--- src/common/vid_pkg.sv ---
package vid_pkg;

	localparam int VID_DATA_W  = 32;
	localparam int VID_POS_W   = 11;
	localparam int VID_COLOR_W = 24;

	// Skip field bit positions
	localparam int SKIP_DOUBLE_X = 0;
	localparam int SKIP_REPEAT_Y = 1;

	// ===================================================================
	// CPU address decode
	// ===================================================================

	// Region from address bits 23:20, anything not E or F is VRAM
	typedef enum logic [3:0] {
		REGION_VRAM    = 4'h0,
		REGION_PALETTE = 4'hE,
		REGION_CONTROL = 4'hF
	} vid_region_e;

	// Register index from address bits 3:2
	typedef enum logic [1:0] {
		REG_OFFSET = 2'd0,
		REG_PITCH  = 2'd1,
		REG_SKIP   = 2'd2
	} vid_reg_e;

	// One line buffer entry, pix[0] is the leftmost pixel
	typedef union packed {
		logic [VID_DATA_W-1:0] word;
		logic [3:0][7:0]       pix;
	} vid_line_word_u;

endpackage
--- src/scanout/vid_pixel_out.sv ---
`timescale 1ns/1ps

module vid_pixel_out
	import vid_pkg::*;
(
	input  logic                   i_clock,
	input  logic                   i_rst_n,

	input  logic [VID_POS_W-1:0]   i_video_pos_x,
	input  logic                   i_skip_h,

	output logic [VID_POS_W-3:0]   o_line_raddr,
	input  vid_line_word_u         i_line_word,

	output logic [7:0]             o_pal_raddr,
	input  logic [VID_COLOR_W-1:0] i_pal_color,

	output logic [VID_DATA_W-1:0]  o_video_rdata
);

	logic [1:0] lane;
	logic [1:0] lane_q;

	// Pixel doubling halves the x mapping
	always_comb begin
		if (i_skip_h) begin
			o_line_raddr = {1'b0, i_video_pos_x[VID_POS_W-1:3]};
			lane         = i_video_pos_x[2:1];
		end else begin
			o_line_raddr = i_video_pos_x[VID_POS_W-1:2];
			lane         = i_video_pos_x[1:0];
		end
	end

	// Lane lines up with the line buffer read data
	assign o_pal_raddr = i_line_word.pix[lane_q];

	always_ff @(posedge i_clock or negedge i_rst_n) begin
		if (!i_rst_n) begin
			lane_q        <= 2'd0;
			o_video_rdata <= '0;
		end else begin
			lane_q        <= lane;
			o_video_rdata <= {{(VID_DATA_W-VID_COLOR_W){1'b0}}, i_pal_color};
		end
	end

endmodule

--- config.mk ---
export PLATFORM = sky130hd
export DESIGN_NAME = vid_pixel_out
export DESIGN_NICKNAME = d
export VERILOG_FILES = /design/src/common/vid_pkg.sv /design/src/scanout/vid_pixel_out.sv
export SDC_FILE = /design/constraint.sdc
export NUM_CORES = 1
export LEC_CHECK = 0
export BUFFER_PORTS_ARGS = -buffer_cell sky130_fd_sc_hd__buf_2
export CAP_MARGIN = 10
export CORE_ASPECT_RATIO = 0.5
export CORE_MARGIN = 2
export CORE_UTILIZATION = 35
export CTS_CLUSTER_SIZE = 30
export DETAILED_ROUTE_END_ITERATION = 7
export GPL_TIMING_DRIVEN = 0
export PLACE_DENSITY = 0.88
export SLEW_MARGIN = 30
export SYNTH_ARGS = -nofsm -noshare
export SYNTH_HDL_FRONTEND = slang
export SYNTH_SLANG_ARGS = --single-unit
--- constraint.sdc ---
create_clock -name i_clock -period 3.2 [get_ports i_clock]
set_clock_uncertainty 0.15 [all_clocks]
set_input_delay 0.32 -clock i_clock [delete_from_list [all_inputs] [get_ports i_clock]]
set_output_delay 0.32 -clock i_clock [all_outputs]
set_load 0.01 [all_outputs]
# After elaboration in Yosys (flattened, before gate mapping)

Cells that the tools add are included.

Bits in registers: 26
Bits of input ports: 70
Output and inout port bits: 49
Logic and storage cells: 7

$lt $le $gt $ge: 1
Mux-type cells: 4

Operators with widths:

| operator                                            | count |
|---|---|
| binary-select mux 8 bit (select 2 bit)              | 1 |
| two-way mux 9 bit                                   | 1 |
| two-way mux 8 bit                                   | 1 |
| < comparator 2 x 3 -> 1 bit (second input constant) | 1 |
| two-way mux 2 bit                                   | 1 |

# Depth between registers and ports, before layout

Depth in word-level cells: 2
Gate-level depth with buffers: 2
Depth with buffers taken out: 1

# Worst setup path before layout

Ideal clock, no wire load.

Path kind: register -> output
Start point: register lane_q[0]
End point: output o_pal_raddr[0]
Arrival: 1.000 ns
Setup slack: 1.730 ns
Stages on the path, launching flop included: 3
Cell sequence: dfrtp_1 buf_6 mux4_2

Longest elaborated chain between the ends: 2

Ends and longest elaborated chain:

| item                                    | RTL line            | source |
|---|---|---|
| from (decl)                             | vid_pixel_out.sv:22 | `logic [1:0] lane_q;` |
| from (signal assigned)                  | vid_pixel_out.sv:43 | `lane_q <= lane;` |
| binary-select mux 8 bit (select 2 bit)  | vid_pixel_out.sv:36 | `assign o_pal_raddr = i_line_word.pix[lane_q];` |
| two-way mux 8 bit (implied by the code) | vid_pixel_out.sv:36 |  |
| to (decl)                               | vid_pixel_out.sv:15 | `output logic [7:0] o_pal_raddr,` |

Every way passes these cells. The select of a mux whose other input is x is not followed.

# Final worst setup path

Start point: register lane_q[0]
End point: output o_pal_raddr[6]

The elaborated chain is that of the path after synthesis.

==> results.cfg <==
[floorplan]
die_y_um = 42.4
die_area_mm2 = 0.00343
rows = 13
start_util_pct = 38.3
die_w_um = 80.9
pin_count = 119
core_mm2 = 0.00270

[logic_synthesis]
synth_area_per_cell_um2 = 18.2
synth_cells = 57
synth.area.top_cells = dfrtp_1 63%, mux4_2 17%, mux2_2 11%, buf_4 5.8%, buf_6 1.1%
yosysTopAreaCell = dfrtp_1
synthAdderAreaFrac_pct = 0
synth_top_area_share_pct = 62.9
syn-cell-area_mm2 = 0.00103
synth_xor_area_share_pct = 0
ys_ff_latch = 26
synthSimpleGateAreaFrac_pct = 0.605
yosysUniqueCellTypes = 9
synth_top_family_by_area = multiplexers
yosys_warnings = 0
synth_mux_area_share_pct = 28.3
yosysSeqAreaShare_pct = 62.9
synth_compound_area_share_pct = 0

[timing]
fmax_mhz = 526
maxSlewHeadroom_pct = 64.3
drv_slew = 0
worst_pin_slew_ns = 0.535
timing.hold.ws_ns = 0.00847
hold_viol_final = 0
fin_crit_sh_pct = 59.4
grt_setup_unrepaired = false
final-setup-viol-count = 0
fin_crit_ns = 1.90
fin_setup_tns_ns = 0

[place]
dp_hpwl_um = 2500
dpl_cell_area_mm2 = 0.00166
place_congestion = 0.665
port_buffers = 110

[critical_path]
cp.arrival_ns = 1.43
cp_cell_sequence = buf_6, mux4_2, buf_2
crit_buf_inv = 2
crit_family = multiplexers
cpPeakStageDelay_ns = 0.50
slowest_stage = mux4_2
cp-start-kind = flop
crit_required_ns = 2.73
path_class = flop to output port
worstSetupEndpointType = output port
crit_fanout = 8

[clock_network]
postCtsSetupBuffers = 0
clk_path_buf_depth = 2
path_clk_slew_ns = 0.08
numCtsBuffers = 3
clock-sinks = 26
cts_tree = built
cts_max_level = 1
cts-root-buf = clkbuf_8
cts_resized = 0

[global_routing]
grt_max_degree = 27
grt.overflow.total = 0
grt_pass1_wl_um = 4120
antenna_found_initial = 0
grt_pass1_vias = 971
grtUsageTotal_pct = 15.5

[pwr]
p_leak_uw = 0.000947
cellPowerDensity_mw_per_mm2 = 398
ir_drop_mv = 0.301

[layout]
antenna_cells = 0
area_growth_pct = 67.1
fill_cells = 224
final_common_cell = buf_2
drive_gt1_share_pct = 78.9
nets = 252
layout_common_cells = 111 x buf_2, 26 x dfrtp_1, 10 x mux2_2
design_area_mm2 = 0.00173

[run]
drv_cap = 0

[drt]
drc = 0
vias_per_cell = 4.23
first_pass_iters = 4
drtIter0Drc = 13
wire_per_inst_um = 13.1
ant_nets = 0
wl_um = 2840
vias = 918

[run_status]
outcome = completed

[worst_hold_path]
hold_class = input pin to flop
[cell usage after synthesis]
| cell type | number |
|---|---|
| mux4_2 | 8 |
| dfrtp_1 | 26 |
| nor2b_1 | 1 |
| mux2_2 | 10 |
| buf_6 | 1 |
| buf_4 | 8 |
| clkbuf_2 | 1 |
| buf_2 | 1 |
| conb_1 | 1 |
[routing by layer]
metal / track usage [%] / routed length [um]
met5: 0 / 0
met4: 3.73 / 14
met3: 4.09 / 251
met2: 33.7 / 1710
met1: 13.6 / 864
[stage by stage]
stage	setup WS [ns]	total power (uW)	util (%)	instances
finish	1.30	687	64.0	217
global route	1.24	718	64.0	217
detailed placement	1.57	522	61.4	211
global placement	1.59	516	61.4	211
floorplan	1.73	434	-	64
CTS	1.27	693	63.3	215
[report_power, final]
part / leakage, uW / internal [uW] / switching (uW)
clock: 0.0000216 / 83.9 / 87.6
sequential: 0.000303 / 345 / 3.92
combinational: 0.000622 / 94.2 / 72.4
total: 0.000947 / 523 / 164
[sequential cells by signal, indices dropped and copies added (netlist names)]
name / count
o_video_rdata: 24
lane_q: 2
[final timing paths]
kind                                endpoint  slack [ns]      startpoint  cells past startpoint
max                           o_pal_raddr[6]        1.30       lane_q[0]                      3
min                         o_video_rdata[4]       0.008  i_pal_color[4]                      1
max in group asynchronous  o_video_rdata[20]        2.12         i_rst_n                      2
min in group asynchronous  o_video_rdata[18]        0.42         i_rst_n                      2
[area by class of cell]
cell class | instances | area [um2] | share of cell area [%]
Sequential cell | 26 | 651 | 37.6
Clock buffer | 3 | 41.3 | 2.39
Timing Repair Buffer | 113 | 581 | 33.6
Tap cell | 37 | 46.3 | 2.68
Multi-Input combinational cell | 27 | 329 | 19.0
Buffer | 11 | 81.3 | 4.70
[kinds of logic (layout without fill, tap and decap cells)]
kind of cell,count (synthesis),in the layout
and+or+nand+nor,1,1
muxes,18,18
DFF,26,26
other,1,8
buffers and inverters,11,127
[timing repair]
action | 4_1_cts | 5_1_grt
setup endpoints to repair | 0 | 0
hold endpoints to repair | 26 | 2
hold buffers | 1 | 2
(Power assumes the default switching activity.)
