===== src/common/vid_pkg.sv =====
package vid_pkg;

	localparam int VID_DATA_W  = 32;
	localparam int VID_POS_W   = 11;
	localparam int VID_COLOR_W = 24;

	// Skip field bit positions
	localparam int SKIP_DOUBLE_X = 0;
	localparam int SKIP_REPEAT_Y = 1;

	// ===================================================================
	// CPU address decode
	// ===================================================================

	// Region from address bits 23:20, anything not E or F is VRAM
	typedef enum logic [3:0] {
		REGION_VRAM    = 4'h0,
		REGION_PALETTE = 4'hE,
		REGION_CONTROL = 4'hF
	} vid_region_e;

	// Register index from address bits 3:2
	typedef enum logic [1:0] {
		REG_OFFSET = 2'd0,
		REG_PITCH  = 2'd1,
		REG_SKIP   = 2'd2
	} vid_reg_e;

	// One line buffer entry, pix[0] is the leftmost pixel
	typedef union packed {
		logic [VID_DATA_W-1:0] word;
		logic [3:0][7:0]       pix;
	} vid_line_word_u;

endpackage

===== src/cpu_port/vid_cpu_decode.sv =====
`timescale 1ns/1ps

module vid_cpu_decode
	import vid_pkg::*;
(
	input  logic                   i_clock,
	input  logic                   i_rst_n,

	input  logic                   i_cpu_request,
	input  logic                   i_cpu_rw,
	input  logic [VID_DATA_W-1:0]  i_cpu_address,
	input  logic [VID_DATA_W-1:0]  i_cpu_wdata,
	output logic [VID_DATA_W-1:0]  o_cpu_rdata,
	output logic                   o_cpu_ready,

	output logic                   o_vram_pa_request,
	output logic                   o_vram_pa_rw,
	output logic [VID_DATA_W-1:0]  o_vram_pa_address,
	output logic [VID_DATA_W-1:0]  o_vram_pa_wdata,
	input  logic [VID_DATA_W-1:0]  i_vram_pa_rdata,
	input  logic                   i_vram_pa_ready,

	output logic                   o_pal_we,
	output logic [7:0]             o_pal_index,
	output logic [VID_COLOR_W-1:0] o_pal_color,

	output logic [VID_DATA_W-1:0]  o_read_offset,
	output logic [VID_DATA_W-1:0]  o_pitch,
	output logic [1:0]             o_skip
);

	localparam logic [2:0] ST_IDLE    = 3'd0;
	localparam logic [2:0] ST_VRAM    = 3'd1;
	localparam logic [2:0] ST_PAL     = 3'd2;
	localparam logic [2:0] ST_CTRL    = 3'd3;
	localparam logic [2:0] ST_RELEASE = 3'd4;

	logic [2:0]            state;
	vid_region_e           region;
	vid_reg_e              reg_sel;
	logic [VID_DATA_W-1:0] ctrl_rdata;

	always_comb begin
		if (i_cpu_address[23:20] == REGION_PALETTE) begin
			region = REGION_PALETTE;
		end else if (i_cpu_address[23:20] == REGION_CONTROL) begin
			region = REGION_CONTROL;
		end else begin
			region = REGION_VRAM;
		end
	end

	assign reg_sel = vid_reg_e'(i_cpu_address[3:2]);

	// Register readback
	always_comb begin
		case (reg_sel)
			REG_OFFSET: ctrl_rdata = o_read_offset;
			REG_PITCH:  ctrl_rdata = o_pitch;
			REG_SKIP:   ctrl_rdata = {{(VID_DATA_W-2){1'b0}}, o_skip};
			default:    ctrl_rdata = '0;
		endcase
	end

	// ===================================================================
	// Access FSM
	// ===================================================================

	always_ff @(posedge i_clock or negedge i_rst_n) begin
		if (!i_rst_n) begin
			state             <= ST_IDLE;
			o_cpu_ready       <= 1'b0;
			o_cpu_rdata       <= '0;
			o_vram_pa_request <= 1'b0;
			o_vram_pa_rw      <= 1'b0;
			o_vram_pa_address <= '0;
			o_vram_pa_wdata   <= '0;
			o_pal_we          <= 1'b0;
			o_pal_index       <= '0;
			o_pal_color       <= '0;
			o_read_offset     <= '0;
			o_pitch           <= '0;
			o_skip            <= '0;
		end else begin
			o_cpu_ready <= 1'b0;
			o_pal_we    <= 1'b0;
			case (state)
				ST_IDLE: begin
					if (i_cpu_request) begin
						case (region)
							REGION_PALETTE: begin
								// Palette is write only
								o_pal_we    <= i_cpu_rw;
								o_pal_index <= i_cpu_address[9:2];
								o_pal_color <= i_cpu_wdata[VID_COLOR_W-1:0];
								state       <= ST_PAL;
							end
							REGION_CONTROL: begin
								state <= ST_CTRL;
							end
							default: begin
								o_vram_pa_request <= 1'b1;
								o_vram_pa_rw      <= i_cpu_rw;
								o_vram_pa_address <= {8'h00, i_cpu_address[23:0]};
								o_vram_pa_wdata   <= i_cpu_wdata;
								state             <= ST_VRAM;
							end
						endcase
					end
				end
				ST_VRAM: begin
					if (i_vram_pa_ready) begin
						o_vram_pa_request <= 1'b0;
						o_cpu_rdata       <= i_vram_pa_rdata;
						o_cpu_ready       <= 1'b1;
						state             <= ST_RELEASE;
					end
				end
				ST_PAL: begin
					o_cpu_rdata <= '0;
					o_cpu_ready <= 1'b1;
					state       <= ST_RELEASE;
				end
				ST_CTRL: begin
					if (i_cpu_rw) begin
						case (reg_sel)
							REG_OFFSET: o_read_offset <= i_cpu_wdata;
							REG_PITCH:  o_pitch       <= i_cpu_wdata;
							REG_SKIP:   o_skip        <= i_cpu_wdata[1:0];
							default:    ;
						endcase
					end
					o_cpu_rdata <= ctrl_rdata;
					o_cpu_ready <= 1'b1;
					state       <= ST_RELEASE;
				end
				ST_RELEASE: begin
					// Hold ready until the CPU lets go
					o_cpu_ready <= i_cpu_request;
					if (!i_cpu_request) begin
						state <= ST_IDLE;
					end
				end
				default: begin
					state <= ST_IDLE;
				end
			endcase
		end
	end

endmodule


===== config.mk =====
export PLATFORM = sky130hd
export DESIGN_NAME = vid_cpu_decode
export DESIGN_NICKNAME = d
export VERILOG_FILES = /design/src/common/vid_pkg.sv /design/src/cpu_port/vid_cpu_decode.sv
export SDC_FILE = /design/constraint.sdc
export NUM_CORES = 1
export LEC_CHECK = 0
export ABC_AREA = 1
export BUFFER_PORTS_ARGS = -buffer_cell sky130_fd_sc_hd__buf_2
export CAP_MARGIN = 5
export CORE_ASPECT_RATIO = 0.6
export CORE_UTILIZATION = 25
export DETAILED_ROUTE_END_ITERATION = 8
export PLACE_DENSITY = 0.47
export SETUP_SLACK_MARGIN = 0.15
export SYNTH_ARGS = -nofsm -noshare
export SYNTH_HDL_FRONTEND = slang
export SYNTH_SLANG_ARGS = --single-unit

===== constraint.sdc =====
create_clock -name i_clock -period 1.9 [get_ports i_clock]
set_clock_uncertainty 0.1 [all_clocks]
set_input_delay 0.38 -clock i_clock [delete_from_list [all_inputs] [get_ports i_clock]]
set_output_delay 0.38 -clock i_clock [all_outputs]
set_load 0.03 [all_outputs]

# Yosys cells after proc, flatten, opt, wreduce, memory -nomap -nowiden
# Index checks and enable logic that the tools add are counted.
dict set report word_totals {
  register_bits 193
  latchBits 0
  ram_bits 0
  romBits 0
  inputBits 101
  out_inout_bits 198
  wordCells 61
  memories 0
}
dict set report classes {
  add_sub_neg 0
  multipliers 0
  div_mod_pow 0
  n_lt_le_gt_ge 0
  eq_ne 14
  shifts 0
  mux 19
  n_bitwise 1
  n_reduce_logical 14
}
# op count
set ops {}
lappend ops {{case mux 32 bit (3 select lines)} 2}
lappend ops {{two-way mux 32 bit} 1}
lappend ops {{AND reduction 3 bit} 6}
lappend ops {{equality test 4 bit, second input constant} 4}
lappend ops {{case mux 3 bit (4 select lines)} 1}
lappend ops {{two-way mux 3 bit} 3}
lappend ops {{two-way mux 4 bit} 2}
lappend ops {{inequality test 2 bit, second input constant} 4}
lappend ops {{two-way mux 1 bit} 7}
lappend ops {{equality test 3 x 2 -> 1 bit, second input constant} 2}
lappend ops {{case mux 2 bit (2 select lines)} 1}
lappend ops {{AND reduction 4 bit} 1}
lappend ops {{OR reduction 2 bit} 2}
lappend ops {{equality test 3 x 1 -> 1 bit, second input constant} 1}
lappend ops {{equality test 3 bit, second input constant} 1}
lappend ops {{zero test 3 bit} 1}
lappend ops {{case mux 1 bit (3 select lines)} 1}
lappend ops {{nonzero test 3 bit} 1}
lappend ops {{equality test 2 x 1 -> 1 bit, second input constant} 1}
lappend ops {{equality test 2 bit, second input constant} 1}
lappend ops {{zero test 2 bit} 1}
lappend ops {{case mux 1 bit (2 select lines)} 1}
lappend ops {{AND reduction 2 bit} 1}
lappend ops {{nonzero test 2 bit} 1}
lappend ops {{inverter 1 bit} 1}

# Logic depth before layout (Yosys ltp)
dict set report logic_depth {
  ltp_word 8
  mapped_depth 9
  ltp_nobuf 8
}

# Least setup slack after synthesis
# No wires, ideal clock.
dict set report synth_path {
  path_type {register to register}
  startpoint {register state[1]}
  endpoint {register o_vram_pa_address[2]}
  setup_time_ns 0.122
  arrival_time_ns 1.194
  required_time_ns 1.678
  slack_ns 0.484
  path_stages_with_launch 9
  synth_period_minus_slack_ns 1.416
  path_cell_list {dfrtp_1 > nor2_2 > nand2_1 > inv_2 > nand3_2 > buf_6 > buf_2 > nand2_1 > o21ai_1}
}
dict set report synth_via {
  elab_chain_len 2
}
# item line_no
set synth_rtl {}
lappend synth_rtl {{from (decl)} vid_cpu_decode.sv:38} ;# logic [2:0] state;
lappend synth_rtl {{from (signal assigned)} vid_cpu_decode.sv:71} ;# state <= ST_IDLE;
lappend synth_rtl {{from (signal assigned)} vid_cpu_decode.sv:96} ;# state <= ST_PAL;
lappend synth_rtl {{from (signal assigned)} vid_cpu_decode.sv:99} ;# state <= ST_CTRL;
lappend synth_rtl {{zero test 3 bit} vid_cpu_decode.sv:87} ;# case (state)
lappend synth_rtl {{AND reduction 3 bit (no line)} --}
lappend synth_rtl {{to (signal assigned)} vid_cpu_decode.sv:104} ;# o_vram_pa_address <= {8'h00, i_cpu_address[23:0]};
lappend synth_rtl {{to (decl)} vid_cpu_decode.sv:18} ;# output logic [VID_DATA_W-1:0] o_vram_pa_address,
# No other way between the ends.
# A chain may end at the register's enable or synchronous reset.

# Worst setup path in the final report
dict set report layout_path {
  startpoint {register state[1]}
  endpoint {register o_pal_color[18]}
}
dict set report layout_via {
  elab_chain_len 2
}
# item line_no
set layout_rtl {}
lappend layout_rtl {{zero test 3 bit} vid_cpu_decode.sv:87}
lappend layout_rtl {{AND reduction 3 bit (no line)} --}
lappend layout_rtl {{to (signal assigned)} vid_cpu_decode.sv:95} ;# o_pal_color <= i_cpu_wdata[VID_COLOR_W-1:0];
lappend layout_rtl {{to (decl)} vid_cpu_decode.sv:25} ;# output logic [VID_COLOR_W-1:0] o_pal_color,
# No other way between the ends.

==> metrics.yaml <==
run_status: "completed"
cts_tree: "done"
fp.coreArea_mm2: 0.0317
synth-main-ff-cell: "dfrtp_1"
yosysWarnings: 0
synth_top_area_share_pct: 58.9
cp_max_fo: 33
hpwlAfterDp_um: 20900
synth_area_per_cell_um2: 8.30
worst_ep_required_time_ns: 2.13
cp-start-kind: "register"
synth-seq-cells: 193
cts_buffers: 17
antenna_found_initial: 5
vdd_drop_max_mv: 0.650
start_util_pct: 25.8
dieArea_mm2: 0.0335
worst_pin_slew_ns: 0.526
drtPass1Iterations: 4
drtIter0Drc: 327
rsz0062_at_grt: "no"
die_x_um: 236
netlist_area_mm2: 0.00819
setup_slack_ns: 0.268
timing.hold.ws_ns: 0.0307
cts_max_path_buffers: 2
synth.yosys.seq_area_share_pct: 58.9
num_io_pins: 299
synthDistinctLibCells: 23
drv_slew: 0
max_slew_margin_pct: 65.0
area_growth_pct: 32.4
die_height_um: 142
p_leak_nw: 6.17
io_buffers: 282
arrival_ns: 1.86
critPathKind: "register to register"
min_period_ns: 1.63
grt_pass1_wl_um: 43500
clk_pin_slew_ns: 0.07
wl_um: 28100
nNetsFinal: 1373
fin_setup_tns_ns: 0
async_flop_share_pct: 100
routedWlPerCell_um: 16.5
synthCells: 987
clk_latency_ns: 0.44
yosys-top-cells-area: "dfrtp_1 59%, nand2_1 24%, o21ai_1 6.1%, o21ai_0 2.1%, inv_1 2.0%"
worst_hold_path_type: "input pin to register"
hold_viol_final: 0
endpoint_kind: "register"
synth_top_cell_by_area: "dfrtp_1"
drc: 0
final_antenna_net_count: 0
root_buffer: "clkbuf_16"
finalCritPeriodShare_pct: 85.9
first_global_vias: 7287
vias: 7261
gp_congestion: 0.810
synth_edf_count: 0
grt_max_degree: 49
power.total_mw: 17.4
htreeDepth: 4
p_per_area_mw_per_mm2: 1610
drive_above_1_share_pct: 27.7
fmax_mhz: 613
grtUsageTotal_pct: 17.3
finalSetupViolCount: 0
cap_viol_max_count: 0
grt.overflow.total: 0
place_ws_ns: 0.155
clock-sinks: 193
vias_per_cell: 4.27
utilization_pct: 34.2
rows: 50
## cells in the final DEF, fill, tap and decap left out, drive strengths merged
cell	n
dlygate4sd3	7
and3	1
nand4	1
conb	8
bufinv	2
buf	311
inv	50
dfrtp	193
clkbuf	19
nand2	519
a21oi	4
clkinv	4
nor2	13
diode	1
o21ai	134
nor3b	1
nand3	13
clkinvlp	3
## state kept, by name, summed over array words and instances, names as in the netlist
| signal | cells |
|---|---|
| o_cpu_rdata | 32 |
| o_pitch | 32 |
| o_read_offset | 32 |
| o_vram_pa_wdata | 32 |
| o_pal_color | 24 |
| o_vram_pa_address | 24 |
| o_pal_index | 8 |
| state | 3 |
| o_skip | 2 |
| o_cpu_ready | 1 |
| o_pal_we | 1 |
| o_vram_pa_request | 1 |
| o_vram_pa_rw | 1 |
## where the power goes
group,internal (mW),switching (mW),total (mW)
clock,1.93,1.69,3.62
combinational,2.01,5.45,7.46
sequential,5.55,0.802,6.35
total,9.49,7.94,17.4
## stage by stage
stage,cell area [um^2],std cells
finish,10800,1700
global route,10800,1700
CTS,10800,1699
detailed placement,10200,1662
global placement,10200,1662
floorplan,8220,994
## per-layer routing
layer / vias up / part of all wire (%) / global-route usage (%)
met5: - / 0.12 / 0
met3: 22 / 6.6 / 5.90
li1: 3618 / - / -
met1: 3441 / 49 / 23.9
met4: 6 / 0.74 / 3.89
met2: 174 / 44 / 26.0
## cell usage after synthesis, types with 7 or more instances
library cell and number:
o21ai_1 100, buf_4 21, dfrtp_1 193, buf_2 30
nand3_1 10, o21ai_0 34, inv_1 43, nand2_1 517
clkbuf_1 7, nor2_1 8
## repair_timing
action / CTS / global route
endpoints found under the hold margin: 47 / 0
hold buffers: 7 / 0
resized for setup: 1 / 3
buffers inserted: 0 / 0
endpoints found under the setup margin: 11 / 17
## critical path, stage by stage, from the launching register on
cell and delay, ns:
dfrtp_1 0.42, nor2_2 0.18, nand2_1 0.10, inv_2 0.10, nand2_2 0.07, buf_4 0.25
o21ai_0 0.21, nand2_1 0.08
## path summary, 6_finish.rpt
path,start,end,slack [ns],cells after the start
worst max-delay path,state[1],o_pal_color[18],0.27,7
worst min-delay path,i_cpu_address[18],o_vram_pa_address[18],0.03,3
worst max register to register,state[1],o_pal_color[18],0.27,7
worst min register to register,o_vram_pa_request,o_vram_pa_request,0.37,2
max in group asynchronous,i_rst_n,o_vram_pa_wdata[25],0.70,3
min in group asynchronous,i_rst_n,state[0],0.40,2
## cell families after synthesis
logic type / count (synthesis) / synth area share (%)
DFF: 193 / 58.9
AOI/OAI and AO/OA: 138 / 8.43
and+or+nand+nor: 548 / 26.1
buffers and inverters: 107 / 6.43
other: 1 / 0.0458
## layout make-up
cell class / count / area, um^2
fillers: 3417 / 20900
flip-flops and latches: 193 / 4830
multi-input cells: 694 / 2870
repair buffers: 319 / 1880
well taps: 416 / 520
clock buffers: 18 / 429
inverters: 47 / 179
clock inverters: 12 / 133
diodes: 1 / 2.50
Power figures use the tool's default switching activity.
