## src/common/vid_pkg.sv

```systemverilog
package vid_pkg;

	localparam int VID_DATA_W  = 32;
	localparam int VID_POS_W   = 11;
	localparam int VID_COLOR_W = 24;

	// Skip field bit positions
	localparam int SKIP_DOUBLE_X = 0;
	localparam int SKIP_REPEAT_Y = 1;

	// ===================================================================
	// CPU address decode
	// ===================================================================

	// Region from address bits 23:20, anything not E or F is VRAM
	typedef enum logic [3:0] {
		REGION_VRAM    = 4'h0,
		REGION_PALETTE = 4'hE,
		REGION_CONTROL = 4'hF
	} vid_region_e;

	// Register index from address bits 3:2
	typedef enum logic [1:0] {
		REG_OFFSET = 2'd0,
		REG_PITCH  = 2'd1,
		REG_SKIP   = 2'd2
	} vid_reg_e;

	// One line buffer entry, pix[0] is the leftmost pixel
	typedef union packed {
		logic [VID_DATA_W-1:0] word;
		logic [3:0][7:0]       pix;
	} vid_line_word_u;

endpackage
```

## src/scanout/vid_line_fetch.sv

```systemverilog
`timescale 1ns/1ps

module vid_line_fetch
	import vid_pkg::*;
#(
	parameter int  MAX_PITCH = 640,
	localparam int LINE_AW   = $clog2(MAX_PITCH / 4)
) (
	input  logic                  i_clock,
	input  logic                  i_rst_n,

	input  logic                  i_video_hblank,
	input  logic                  i_video_vblank,

	input  logic [VID_DATA_W-1:0] i_read_offset,
	input  logic [VID_DATA_W-1:0] i_pitch,
	input  logic [1:0]            i_skip,

	output logic                  o_vram_pb_request,
	output logic [VID_DATA_W-1:0] o_vram_pb_address,
	input  logic [VID_DATA_W-1:0] i_vram_pb_rdata,
	input  logic                  i_vram_pb_ready,

	output logic                  o_line_we,
	output logic [LINE_AW-1:0]    o_line_addr,
	output vid_line_word_u        o_line_word
);

	logic [1:0]            hs;
	logic [1:0]            vs;
	logic [VID_DATA_W-1:0] row;
	logic                  line_odd;
	logic [LINE_AW-1:0]    column;
	logic [VID_DATA_W-3:0] burst_words;
	logic                  hblank_rise;
	logic                  vblank_fall;
	logic                  last_word;
	logic                  fetch_go;

	// Blank edges from the two-bit history
	assign hblank_rise = (hs == 2'b01) && (vs == 2'b00);
	assign vblank_fall = (vs == 2'b10);

	assign burst_words = i_pitch[VID_DATA_W-1:2];
	assign last_word   = ((VID_DATA_W-2)'(column) + 1'b1) == burst_words;

	// Odd lines are skipped when line repeat is on
	assign fetch_go = hblank_rise && (!i_skip[SKIP_REPEAT_Y] || !line_odd) &&
	                  !o_vram_pb_request && (burst_words != '0);

	// ===================================================================
	// Row stepping and port B burst
	// ===================================================================

	always_ff @(posedge i_clock or negedge i_rst_n) begin
		if (!i_rst_n) begin
			hs                <= 2'b00;
			vs                <= 2'b00;
			row               <= '0;
			line_odd          <= 1'b0;
			column            <= '0;
			o_vram_pb_request <= 1'b0;
			o_vram_pb_address <= '0;
			o_line_we         <= 1'b0;
		end else begin
			hs        <= {hs[0], i_video_hblank};
			vs        <= {vs[0], i_video_vblank};
			o_line_we <= 1'b0;

			if (vblank_fall) begin
				row      <= '0;
				line_odd <= 1'b0;
			end
			if (hblank_rise) begin
				line_odd <= !line_odd;
			end

			if (fetch_go) begin
				o_vram_pb_request <= 1'b1;
				o_vram_pb_address <= i_read_offset + row;
				row               <= row + i_pitch;
				column            <= '0;
			end else if (o_vram_pb_request && i_vram_pb_ready) begin
				o_line_we         <= 1'b1;
				column            <= column + 1'b1;
				o_vram_pb_address <= o_vram_pb_address + 32'd4;
				if (last_word) begin
					o_vram_pb_request <= 1'b0;
				end
			end
		end
	end

	// Line buffer write data
	always_ff @(posedge i_clock) begin
		if (o_vram_pb_request && i_vram_pb_ready) begin
			o_line_addr      <= column;
			o_line_word.word <= i_vram_pb_rdata;
		end
	end

endmodule

```

## config.mk

```make
export PLATFORM = sky130hd
export DESIGN_NAME = vid_line_fetch
export DESIGN_NICKNAME = d
export VERILOG_FILES = /design/src/common/vid_pkg.sv /design/src/scanout/vid_line_fetch.sv
export SDC_FILE = /design/constraint.sdc
export NUM_CORES = 1
export LEC_CHECK = 0
export BUFFER_PORTS_ARGS = -buffer_cell sky130_fd_sc_hd__buf_2
export CORE_ASPECT_RATIO = 1.25
export CORE_UTILIZATION = 30
export DETAILED_ROUTE_END_ITERATION = 12
export PLACE_DENSITY_LB_ADDON = 0.05
export SETUP_SLACK_MARGIN = 0.2
export SYNTH_ARGS = -nofsm -noshare
export SYNTH_HDL_FRONTEND = slang
export SYNTH_SLANG_ARGS = --single-unit
```

## constraint.sdc

```tcl
create_clock -name i_clock -period 7.9 [get_ports i_clock]
set_input_delay 0 -clock i_clock [delete_from_list [all_inputs] [get_ports i_clock]]
set_output_delay 0 -clock i_clock [all_outputs]
set_load 0.03 [all_outputs]
```

# Yosys cells after proc, flatten, opt, wreduce, memory -nomap -nowiden
# Index checks and enable logic that the tools add are counted.
[word_totals]
reg_bits = 119
inputBits = 103
out_inout_bits = 74
elab_cells = 47
[op_classes]
n_addsub = 5
eq_ne = 3
muxes = 13
n_reduce_logical = 16
[op_table]
columns = ["cell", "n"]
rows = [
  ["2-to-1 mux 32 bit", 4],
  ["adder 32 bit", 2],
  ["adder 32 x 3 -> 32 bit (second input constant)", 1],
  ["== test 9 x 30 -> 1 bit", 1],
  ["nonzero test 30 bit", 1],
  ["2-to-1 mux 8 bit", 2],
  ["adder 8 x 1 -> 9 bit (second input constant)", 1],
  ["adder 8 x 1 -> 8 bit (second input constant)", 1],
  ["nonzero test 2 bit", 4],
  ["2-to-1 mux 1 bit", 7],
  ["logical AND 1 bit", 5],
  ["zero test 1 bit", 3],
  ["== test 2 x 1 -> 1 bit (second input constant)", 1],
  ["== test 2 bit (second input constant)", 1],
  ["zero test 2 bit", 1],
  ["AND reduction 2 bit", 1],
  ["logical OR 1 bit", 1],
]

# Longest topological paths before layout
# Gate-level depths: netlist of the first run.
[logic_depth]
ltp_word = 7
mapped_depth = 11
mapped_depth_nobuf = 11

# Least setup slack after synthesis of the first run
# Ideal clock, no wire load.
[synth_path]
path_kind = "register -> register"
start = "register o_vram_pb_request"
end = "register o_vram_pb_address[25]"
setup_time_ns = 0.126
arrival_time_ns = 2.579
required_time_ns = 7.774
path_slack_ns = 5.195
stages_incl_launch_ff = 7
path_buffers = 1
synth_period_minus_slack_ns = 2.705
cell_sequence = "dfrtp_1 > nand2_1 > inv_1 > clkbuf_1 > nand4_1 > o21ai_0 > a21oi_1"
[synth_between]
elab_chain_cells = 4
elab_cells_between_ends = 6
cone_classes = "mux (1); reduce/logical (5)"
[synth_rtl]
columns = ["item", "line_no", "text"]
rows = [
  ["from (decl)", "vid_line_fetch.sv:19", "output logic o_vram_pb_request,"],
  ["from (signal assigned)", "vid_line_fetch.sv:62", "o_vram_pb_request <= 1'b0;"],
  ["from (signal assigned)", "vid_line_fetch.sv:79", "o_vram_pb_request <= 1'b1;"],
  ["from (signal assigned)", "vid_line_fetch.sv:88", "o_vram_pb_request <= 1'b0;"],
  ["zero test 1 bit", "vid_line_fetch.sv:49", "!o_vram_pb_request && (burst_words != '0);"],
  ["logical AND 1 bit", "vid_line_fetch.sv:48", "assign fetch_go = hblank_rise && (!i_skip[SKIP_REPEAT_Y] || !line_odd) &&"],
  ["logical AND 1 bit", "vid_line_fetch.sv:49", ""],
  ["2-to-1 mux 32 bit or nonzero test 2 bit (tied branches)", "n/a", ""],
  ["to (signal assigned)", "vid_line_fetch.sv:80", "o_vram_pb_address <= i_read_offset + row;"],
  ["to (signal assigned)", "vid_line_fetch.sv:86", "o_vram_pb_address <= o_vram_pb_address + 32'd4;"],
  ["to (decl)", "vid_line_fetch.sv:20", "output logic [VID_DATA_W-1:0] o_vram_pb_address,"],
]
# Parallel ways exist; a longest one is shown, timed or not.
# A chain may end at the register's enable or synchronous reset.

# Worst setup path in the final report of the first run
[layout_path]
start = "input port i_pitch[31]"
end = "register row[28]"
[layout_between]
elab_chain_cells = 3
elab_cells_between_ends = 4
cone_classes = "mux (1); reduce/logical (3)"
[layout_rtl]
columns = ["item", "line_no", "text"]
rows = [
  ["from (decl)", "vid_line_fetch.sv:16", "input logic [VID_DATA_W-1:0] i_pitch,"],
  ["nonzero test 30 bit (*)", "vid_line_fetch.sv:49", ""],
  ["logical AND 1 bit (*)", "vid_line_fetch.sv:49", ""],
  ["2-to-1 mux 32 bit or nonzero test 2 bit (tied branches)", "n/a", ""],
  ["to (signal assigned)", "vid_line_fetch.sv:81", "row <= row + i_pitch;"],
  ["to (decl)", "vid_line_fetch.sv:31", "logic [VID_DATA_W-1:0] row;"],
]
# Mark *: on every way between the ends. The rest lies on a longest branch, timed or not.

==> reports/qor.csv, run 1 <==
metric;value;unit
status;finished, final reports clean;
cts_tree;yes;
dr.pass1.iters;5;
synth_compound_area_share;22.2;%
seqCellArea;3180;µm²
cts_resized;0;
p_clk_share;41.3;%
fin_nets;1278;
grt_use_met2;30.0;%
synth_top_area_cell;dfrtp_1;
ant_nets;0;
grt_antenna_before_repair;0;
fin_crit;3.27;ns
cpMaxStageDelayCell;a41o_2;
ys.warnings.count;0;
ys_types;80;
cp-start-kind;input pin;
crit_arrival;3.57;ns
tns;0;ns
reg2reg_slack;4.82;ns
finalClockSkew;0.00917;ns
routed_wl;25400;µm
p_sw;0.533;mW
antenna_cells;0;
crit_family;buffers and inverters;
grtUsageTotal;18.4;%
synth_top_family_by_area;compound AO/OA/AOI/OAI gates;
p_leak;4.76;nW
ios;177;
synth-xor-area-share;8.05;%
ys_seq_elements;119;
cts_num_sinks;119;
synth_top_area_share;23.6;%
syn-mean-instance-area;9.33;µm²
power_frac_comb;17.8;%
ys.flop_type;dfrtp_1;
synthAdderAreaFrac;10.0;%
use_met3;3.22;%
std_cell_rows;68;
use_met1;24.7;%
crit_required;8.20;ns
synth_edf_count;40;
finalSetupViolations;0;
dp_hpwl;19600;µm
drv_cap;0;
core;27600;µm²
muxShareOfSynthArea;0.598;%
fp.dieH;189;µm
clock.fmax;306;MHz
viasPerCell;5.05;
synthesis.area;8380;µm²
critPathMaxFanout;51;
root_buffer;clkbuf_16;
slew_viol_final;0;
async_flop_share;66.4;%
max_slew_margin;49.2;%
gr-max-usage-layer;met2;
path_class;input pin to flip-flop;
initial_core_util;30.4;%
gp_congestion;0.855;
yosysSeqAreaShare;37.9;%
syn_to_final_growth;26.0;%
io_buffers;175;
seq_power_share;40.9;%
filler_cell_count;2867;
p_per_area;168;nW/µm²
grt_overflow_total;0;
drive_gt1_share;21.6;%
period_share;41.4;%
path_buf_inv;3;
grt_pass1_wl;40300;µm
syn_inst;898;
syn_nets;1067;
grt_pass1_vias;7476;
worst_pin_slew;0.759;ns
synth.top_cells.by_area;dfrtp_1 (24%), edfxtp_1 (14%), ha_1 (9.6%);
yosys.area_share.simple;18.2;%
grt_max_degree;56;
ir_drop;0.0000996;V
post-route-util;38.3;%
crit_chain;dlygate4sd3_1, buf_2, nor3_1, nand4_1, nor4_4, a41o_2, buf_4, nor3b_1, a311oi_1, nand3_1;
finalHoldViolCount;0;
cts_hold_buf;40;
drtIter0Drc;241;
dieArea;28600;µm²
route.detailed.drc;0;
internal-power;1.24;mW
die_x;151;µm
ys_top_cells_by_count;o21ai_0 (95), dfrtp_1 (79), nand2_1 (77);
rsz0062_at_grt;no;
dr_total_vias;7433;
path_clk_slew;0.06;ns
hp-class;input pin to flip-flop;
max_stage_delay;0.78;ns
worstSkewPairLatency;0.42;ns
crit_path_end_kind;flip-flop;
cts_max_level;4;
clock_path_buffers;2;
multi_input_area;4960;µm²
postCtsSetupRepairBufs;0;
switching_share;30.0;%
cts_buffers;17;
synth_most_common_cell;o21ai_0;
drt-wirelength-per-cell;17.3;µm
-- final timing paths --
path / startpoint / end / cells past startpoint
hold / removal: i_pitch[1] / row[1] / 4
min in group asynchronous: i_rst_n / o_vram_pb_address[27] / 2
setup reg to reg: row[16] / row[31] / 9
max in group asynchronous: i_rst_n / row[3] / 3
setup / recovery: i_pitch[31] / row[28] / 10
hold reg to reg: hs[0] / hs[1] / 0
-- final cells by class --
cell class / instances / share of cell area (%)
Multi-Input combinational cell: 722 / 47.0
Sequential cell: 119 / 30.1
Timing Repair Buffer: 221 / 12.5
Clock buffer: 21 / 4.27
Tap cell: 350 / 4.15
Inverter: 28 / 0.996
Clock inverter: 11 / 0.960
-- power by group through the flow --
stage | sequential, mW | clock, mW | combinational [mW]
after floorplan | 0.796 | 0 | 0.123
after global placement | 0.736 | 0 | 0.304
after detailed placement | 0.738 | 0 | 0.304
after CTS | 0.726 | 0.753 | 0.320
after global routing | 0.734 | 0.781 | 0.350
final | 0.725 | 0.732 | 0.316
-- layout by cell type, fill, tap and decap left out, drive strengths merged, types with 5 or more instances in the layout --
master and instances:
inv 29, nor3 19, nand2 79, o211ai 8, nand3 62, nand2b 8, and3 18, clkbuf 21
mux2i 5, nand4 16, dlygate4sd3 40, a211oi 12, a21o 34, o21ai 97, a31oi 16, or3 7
nor4 10, xnor2 49, ha 64, xor2 28, a21oi 59, nor2 42, and2 7, clkinv 5
buf 181, and4 8, dfrtp 79, o31ai 8, edfxtp 40, a2111oi 6, o21bai 5
-- sequential cells by signal, indices dropped and copies added (netlist names) --
name and cells:
line_odd 1, o_line_we 1, hs 2, o_line_word 32
vs 2, row 32, o_vram_pb_address 32, o_line_addr 8
column 8, o_vram_pb_request 1
-- worst reg2reg max path, delay by kind of cell, from the launching register on --
family / cells / cell delay (ns)
compound gates: 3 / 0.97
flops: 1 / 0.41
fa+ha+maj: 1 / 0.43
mux: 2 / 0.46
simple gates: 3 / 0.74
-- logic make-up after synthesis --
kind of cell             count (synthesis)
AND/OR/NAND/NOR                        293
AO/OA/AOI/OAI                          281
flip-flops                             119
XOR/XNOR                                77
adder cells (fa/ha/maj)                 66
buffers and inverters                   57
multiplexers                             5
-- metal layers --
| metal | routed length (µm) | vias to the layer above |
|---|---|---|
| met5 | 0 | - |
| met4 | 290 | 0 |
| met2 | 11800 | 155 |
| met3 | 989 | 20 |
| met1 | 12400 | 3450 |
| li1 | - | 3808 |
-- stage by stage --
stage | setup WS, ns | instance area (µm²) | power (mW) | hold WS (ns) | std cells
after global routing | 4.38 | 10600 | 1.86 | 0.0391 | 1472
after detailed placement | 4.35 | 9600 | 1.04 | 0.0109 | 1400
after global placement | 4.25 | 9600 | 1.04 | 0.00920 | 1400
after floorplan | 5.20 | 8380 | 0.919 | -0.296 | 898
after CTS | 4.55 | 10600 | 1.80 | 0.0108 | 1472
final | 4.63 | 10600 | 1.77 | 0.0338 | 1472
No activity file was read; power rests on OpenSTA's default activity.
==> inputs of run 2 (changes only) <==
--- a/config.mk
+++ b/config.mk
@@ -5,6 +5,7 @@
 export SDC_FILE = /design/constraint.sdc
 export NUM_CORES = 1
 export LEC_CHECK = 0
+export ABC_AREA = 1
 export BUFFER_PORTS_ARGS = -buffer_cell sky130_fd_sc_hd__buf_2
 export CORE_ASPECT_RATIO = 1.25
 export CORE_UTILIZATION = 30
==> constraint.sdc (replaced) <==
create_clock -name i_clock -period 2.8 [get_ports i_clock]
set_input_delay 0 -clock i_clock [delete_from_list [all_inputs] [get_ports i_clock]]
set_output_delay 0 -clock i_clock [all_outputs]
set_load 0.03 [all_outputs]
==> run 2 against run 1 <==
Net effect: global-route usage rose by 2.5 points; combinational power rose to 4.8 times the previous value; core utilization fell by 0.26 points; sequential cell count did not move; area after synthesis rose by 17%; sequential power rose to 3.1 times the previous value; clock power rose to 2.9 times the previous value; first-iteration DRC count rose by 120%; routed wire length rose by 32%; power rose to 3.3 times the previous value; cell area rose by 15%; clock skew rose by 0.0039 ns; critical endpoint unchanged.
==> reports/qor.csv, run 2 <==
metric;value;unit;change
final_cell_mix;nand2_1 (506), inv_1 (195), buf_2 (174);;
ys.warnings.count;0;;unchanged
grt_max_degree;53;;-5.4%
grt_pass1_vias;10100;;+35%
clock.fmax;430;MHz;
synth_edf_count;40;;unchanged
power;5.87;mW;+230%
worstSkewPairLatency;0.44;ns;+0.02 ns
crit_path_end_kind;flip-flop;;
cts_tree;yes;;
path_class;flip-flop to flip-flop;;
largestRegisters;o_line_word: 32 flops, o_vram_pb_address: 32 flops, row: 32 flops;;
grt_pass1_wl;52900;µm;+31%
switching_share;36.3;%;+6.3 points
async_flop_share;66.4;%;unchanged
final_common_cell;nand2_1;;
grt_overflow_total;0;;unchanged
tns;0;ns;unchanged
rsz0062_at_grt;no;;
synth_top_area_cell;dfrtp_1;;
ys_top_cells_by_count;nand2_1 (506), inv_1 (196), nor2_1 (165);;
period_share;83.0;%;
cts_num_sinks;119;;unchanged
root_buffer;clkbuf_16;;
seq_power_share;38.1;%;-2.8 points
fp.dieH;204;µm;+8.1%
worst_pin_slew;0.808;ns;+0.0492 ns
finalHoldViolCount;0;;unchanged
dieArea;33400;µm²;+17%
p_leak;6.27;nW;+32%
filler_cell_count;3543;;+24%
ys.flop_type;dfrtp_1;;
routed_wl;33600;µm;+32%
cp-start-kind;flip-flop;;
fin_crit;2.32;ns;
drtIter0Drc;523;;+120%
grt_antenna_before_repair;0;;unchanged
clock_path_buffers;2;;unchanged
std_cell_rows;73;;+7.4%
yosysSeqAreaShare;32.4;%;-5.5 points
hold_path_startpoint;i_read_offset[31];;
p_per_area;483;nW/µm²;+190%
syn_to_final_growth;24.0;%;
crit_arrival;2.66;ns;-0.91 ns
synth_top_area_share;20.2;%;-3.4 points
syn_inst;1473;;+64%
crit_required;3.13;ns;-5.07 ns
grtUsageTotal;20.9;%;+2.5 points
ys_seq_elements;119;;unchanged
critPathMaxFanout;4;;-92%
status;finished, final reports clean;;
p_clk_share;36.2;%;-5.1 points
ys_types;46;;-43%
drt-wirelength-per-cell;15.8;µm;-8.3%
critical_path.startpoint;row[0];;
slew_viol_final;0;;unchanged
p_sw;2.13;mW;+300%
gp_congestion;0.859;;+0.49%
hp-class;input pin to flip-flop;;
initial_core_util;30.6;%;+0.26 points
syn-mean-instance-area;6.65;µm²;-29%
power_frac_comb;25.7;%;+7.9 points
synth.top_cells.by_area;dfrtp_1 (20%), nand2_1 (19%), edfxtp_1 (12%);;
path_clk_slew;0.06;ns;about the same
die_x;164;µm;+8.0%
r2r_start;row[0];;
finalClockSkew;0.0130;ns;+0.00386 ns
syn_nets;1642;;+54%
fin_nets;1868;;+46%
cts_buffers;17;;unchanged
final_area;12200;µm²;+15%
io_buffers;175;;unchanged
internal-power;3.74;mW;+200%
finalSetupViolations;0;;unchanged
dp_hpwl;27600;µm;+41%
postCtsSetupRepairBufs;0;;unchanged
drive_gt1_share;14.5;%;-7.0 points
ant_nets;0;;unchanged
route.detailed.drc;0;;unchanged
hold_ws;0.0256;ns;-0.00820 ns
placed_area;11200;µm²;+17%
viasPerCell;4.64;;-8.2%
drv_cap;0;;unchanged
antenna_cells;0;;unchanged
cts_max_level;4;;unchanged
max_slew_margin;46.1;%;-3.1 points
ios;177;;unchanged
synthesis.area;9800;µm²;+17%
core;32000;µm²;+16%
ir_drop;0.000343;V;+240%
synth_most_common_cell;nand2_1;;
dr.pass1.iters;5;;unchanged
dr_total_vias;9849;;+33%
## run 2: cell types whose count changed in the layout (fill, tap and decap cells not counted), moves of 34 or more
cell     delta
a21o_1     -34
inv_1     +168
nand2_1   +429
nor2_1    +123
o21ai_0    -48
## run 2: timing repair
item / in CTS / in global routing
gates resized for setup: 0 / 0
hold buffers: 39 / 0
hold endpoints to repair: 88 / 0
## run 2: per-stage QoR
stage	util [%]	setup WS (ns)	cells
6_report	38.0	0.477	2124
5_1_grt	38.0	0.247	2124
2_1_floorplan	-	0.810	1473
3_5_place_dp	35.1	0.497	2053
3_3_place_gp	35.1	0.534	2053
4_1_cts	38.0	0.493	2124
## run 2: cell type report
type / instances / area (µm²) / area share (%)
clock buffers: 18 / 429 / 3.53
clock inverters: 14 / 124 / 1.02
well taps: 412 / 515 / 4.24
flip-flops and latches: 119 / 3180 / 26.2
multi-input cells: 1130 / 5750 / 47.3
repair buffers: 227 / 1390 / 11.4
inverters: 204 / 766 / 6.30
## run 2: critical path, cell delays in order (launching register included)
cell and delay, ns:
dfrtp_1 0.38, ha_1 0.20, inv_1 0.08, fa_1 0.41, o21ai_1 0.27, nand2_1 0.09, nand2_1 0.18, nand2_1 0.07
nand2_1 0.15, nand2_1 0.14, nand2_1 0.10, nand2_1 0.05, nand3_1 0.06, nand2_1 0.05
## run 2: metal layers
layer | vias up | track usage (%) | wire (µm)
li1 | 5183 | - | -
met2 | 179 | 38.6 | 17300
met1 | 4451 | 24.7 | 14800
met5 | - | 0 | 0
met3 | 36 | 2.23 | 817
met4 | 0 | 7.44 | 720
## run 2: kinds of logic (layout without fill, tap and decap cells)
family          after synthesis  count (layout)  synth area share, %
flops                       119             119                 32.4
simple gates                834             834                 35.6
fa+ha+maj                    66              66                 8.58
xor+xnor                     41              41                 3.67
compound gates              189             189                 10.8
buf+inv                     224             463                 8.95
## run 2: path summary, 6_finish.rpt
path	to	slack, ns	cells past startpoint
worst min-delay path	o_vram_pb_address[31]	0.03	6
worst max register to register	row[28]	0.48	13
worst min register to register	vs[1]	0.38	0
worst max-delay path	row[28]	0.48	13
min in group asynchronous	o_line_we	0.17	2
max in group asynchronous	row[12]	1.87	3
## run 2: power groups by stage
stage,combinational (mW),sequential [mW],clock (mW)
after floorplan,0.712,2.51,0
after global placement,1.47,2.26,0
after detailed placement,1.48,2.26,0
after CTS,1.53,2.23,2.18
after global routing,1.67,2.27,2.24
final,1.51,2.23,2.12
==> inputs of run 3 (changes only) <==
==> constraint.sdc (replaced) <==
create_clock -name i_clock -period 2.05 [get_ports i_clock]
set_input_delay 0 -clock i_clock [delete_from_list [all_inputs] [get_ports i_clock]]
set_output_delay 0 -clock i_clock [all_outputs]
set_load 0.03 [all_outputs]
==> run 3 against run 2 <==
Net effect: combinational power rose by 62%; global-route usage rose by 1.3 points; clock-buffer cell count fell by 1; setup slack got worse by 0.38 ns; register-to-register slack got worse by 0.38 ns; clock skew rose by 0.0010 ns; final cell count rose by 5.7%; critical endpoint is now o_vram_pb_address[24]; largest cell class unchanged; highest routed layer unchanged.
==> reports/qor.csv, run 3 (synthesis results as in run 2) <==
metric;value;unit;change
clock_path_buffers;2;;unchanged
crit_chain;ha_2, inv_2, fa_2, inv_2, nand3_2, nand3_4, nand2_4, nand2_4, nand2_1, nand4_1, nand3_1, a21oi_1;;
drtIter0Drc;461;;-12%
cts_tree;yes;;
max_slew_margin;65.2;%;+19 points
die_x;164;µm;unchanged
post-route-util;47.3;%;+9.3 points
grt_pass1_wl;56400;µm;+6.5%
internal-power;5.37;mW;+44%
p_clk_share;35.9;%;-0.3 points
grt_antenna_before_repair;0;;unchanged
path_class;flip-flop to flip-flop;;
placed_area;11900;µm²;+6.1%
use_met1;26.4;%;+1.7 points
drive_gt1_share;40.0;%;+25 points
grt_pass1_vias;10700;;+6.1%
crit_path_end_kind;flip-flop;;
critical_path.startpoint;row[0];;
critPathMaxFanout;3;;-1
antenna_cells;0;;unchanged
hp-class;input pin to flip-flop;;
finalClockSkew;0.0140;ns;+0.00101 ns
route.detailed.drc;0;;unchanged
routed_wl;36600;µm;+9.0%
ir_drop;0.000407;V;+18%
rsz0062_at_grt;yes;;
final_common_cell;nand2_1;;
ant_nets;0;;unchanged
dieArea;33400;µm²;unchanged
grt_use_met2;40.8;%;+2.2 points
seq_power_share;35.5;%;-2.6 points
hold_path_startpoint;i_pitch[15];;
p_sw;3.21;mW;+51%
syn_to_final_growth;54.3;%;
final_area;15100;µm²;+24%
switching_share;37.4;%;+1.1 points
max_stage_delay;0.40;ns;about the same
power_frac_comb;28.6;%;+2.9 points
final_cell_mix;nand2_1 (395), inv_1 (179), buf_2 (174);;
cts_buffers;17;;unchanged
grt_overflow_total;0;;unchanged
crit_arrival;2.31;ns;-0.35 ns
path_clk_slew;0.06;ns;about the same
root_buffer;clkbuf_16;;
p_per_area;567;nW/µm²;+18%
fp.dieH;204;µm;unchanged
use_met3;2.78;%;+0.55 points
status;finished, final reports clean;;
grt_max_degree;48;;-9.4%
fin_crit;1.95;ns;-0.368 ns
slew_viol_final;0;;unchanged
cpMaxStageDelayCell;fa_2;;
finalSetupViolations;0;;unchanged
fin_nets;1989;;+6.5%
cts_num_sinks;119;;unchanged
std_cell_rows;73;;unchanged
crit_required;2.40;ns;-0.73 ns
cts_max_level;4;;unchanged
dr_total_vias;10600;;+7.3%
r2r_start;row[0];;
drv_cap;0;;unchanged
initial_core_util;30.6;%;unchanged
gr-max-usage-layer;met2;;
clock.fmax;512;MHz;+19%
finalHoldViolCount;0;;unchanged
worstSkewPairLatency;0.44;ns;about the same
ios;177;;unchanged
grtUsageTotal;22.2;%;+1.3 points
period_share;95.4;%;+12 points
dp_hpwl;28600;µm;+3.6%
drt-wirelength-per-cell;16.3;µm;+3.1%
filler_cell_count;3322;;-6.2%
gp_congestion;0.839;;-2.4%
io_buffers;175;;unchanged
p_leak;7.16;nW;+14%
core;32000;µm²;unchanged
viasPerCell;4.71;;+1.5%
worst_pin_slew;0.521;ns;-0.287 ns
largestRegisters;o_line_word: 32 flops, o_vram_pb_address: 32 flops, row: 32 flops;;
dr.pass1.iters;5;;unchanged
cp-start-kind;flip-flop;;
==> run 3: changes by cell type in the layout (fill, tap and decap cells not counted), moves of 29 or more <==
cell | previous run | this run
a21oi_2 | 1 | 41
nor2_1 | 165 | 128
a21oi_1 | 86 | 38
ha_1 | 64 | 6
ha_4 | 0 | 53
nand2_2 | 1 | 86
nand3_2 | 2 | 31
nand2_1 | 506 | 395
nand3_1 | 91 | 58
buf_4 | 12 | 117
==> run 3: final cells by class <==
class / count / area [µm²] / area share (%)
Sequential cell: 119 / 3210 / 21.2
Inverter: 204 / 773 / 5.11
Multi-Input combinational cell: 1130 / 7630 / 50.5
Clock buffer: 17 / 425 / 2.81
Tap cell: 412 / 515 / 3.41
Timing Repair Buffer: 348 / 2410 / 15.9
Clock inverter: 15 / 155 / 1.03
==> run 3: final timing paths <==
path / slack, ns / cells after the start / to
worst max register to register: 0.1 / 12 / o_vram_pb_address[24]
worst max-delay path: 0.1 / 12 / o_vram_pb_address[24]
max in group asynchronous: 1.28 / 3 / row[22]
worst min register to register: 0.38 / 0 / vs[1]
worst min-delay path: 0.01 / 4 / row[15]
min in group asynchronous: 0.08 / 2 / o_vram_pb_address[3]
==> run 3: what timing repair did <==
action                     CTS  global route
pin swaps                   27            92
hold buffers                39             0
cloned                       0             1
setup buffers                7            28
gates resized for setup    190           268
hold endpoints to repair    72             0
setup endpoints to repair   48            57
==> run 3: routing by layer <==
metal | part of all wire, % | routed length (µm)
met5 | 0 | 0
met4 | 2.8 | 1040
met3 | 3.1 | 1130
met2 | 51 | 18800
met1 | 43 | 15700
==> run 3: through the flow <==
step	cells	hold WS (ns)	setup TNS (ns)	setup WS, ns	total power, mW
finish	2245	0.0143	0	0.0951	8.58
CTS	2216	0.00626	0	0.155	8.49
floorplan	1473	-0.296	0	0.205	4.40
detailed placement	2138	0.0122	-0.119	-0.0520	5.21
global route	2245	0.0416	-0.0265	-0.0170	9.02
global placement	2138	0.0124	-0.0502	-0.0364	5.20
==> run 3: worst max-delay path, delay by kind of cell (launching register included) <==
kind	cells	cell delay, ns
and+or+nand+nor	7	0.63
buffers and inverters	2	0.11
adders and majority gates	2	0.60
AOI/OAI and AO/OA	1	0.16
DFF	1	0.38
==> run 3: power by group through the flow <==
stage | combinational [mW] | clock (mW) | sequential, mW
after floorplan | 0.973 | 0 | 3.42
final | 2.45 | 3.08 | 3.04
after detailed placement | 2.13 | 0 | 3.08
after global routing | 2.68 | 3.25 | 3.09
after global placement | 2.12 | 0 | 3.08
after CTS | 2.30 | 3.15 | 3.04
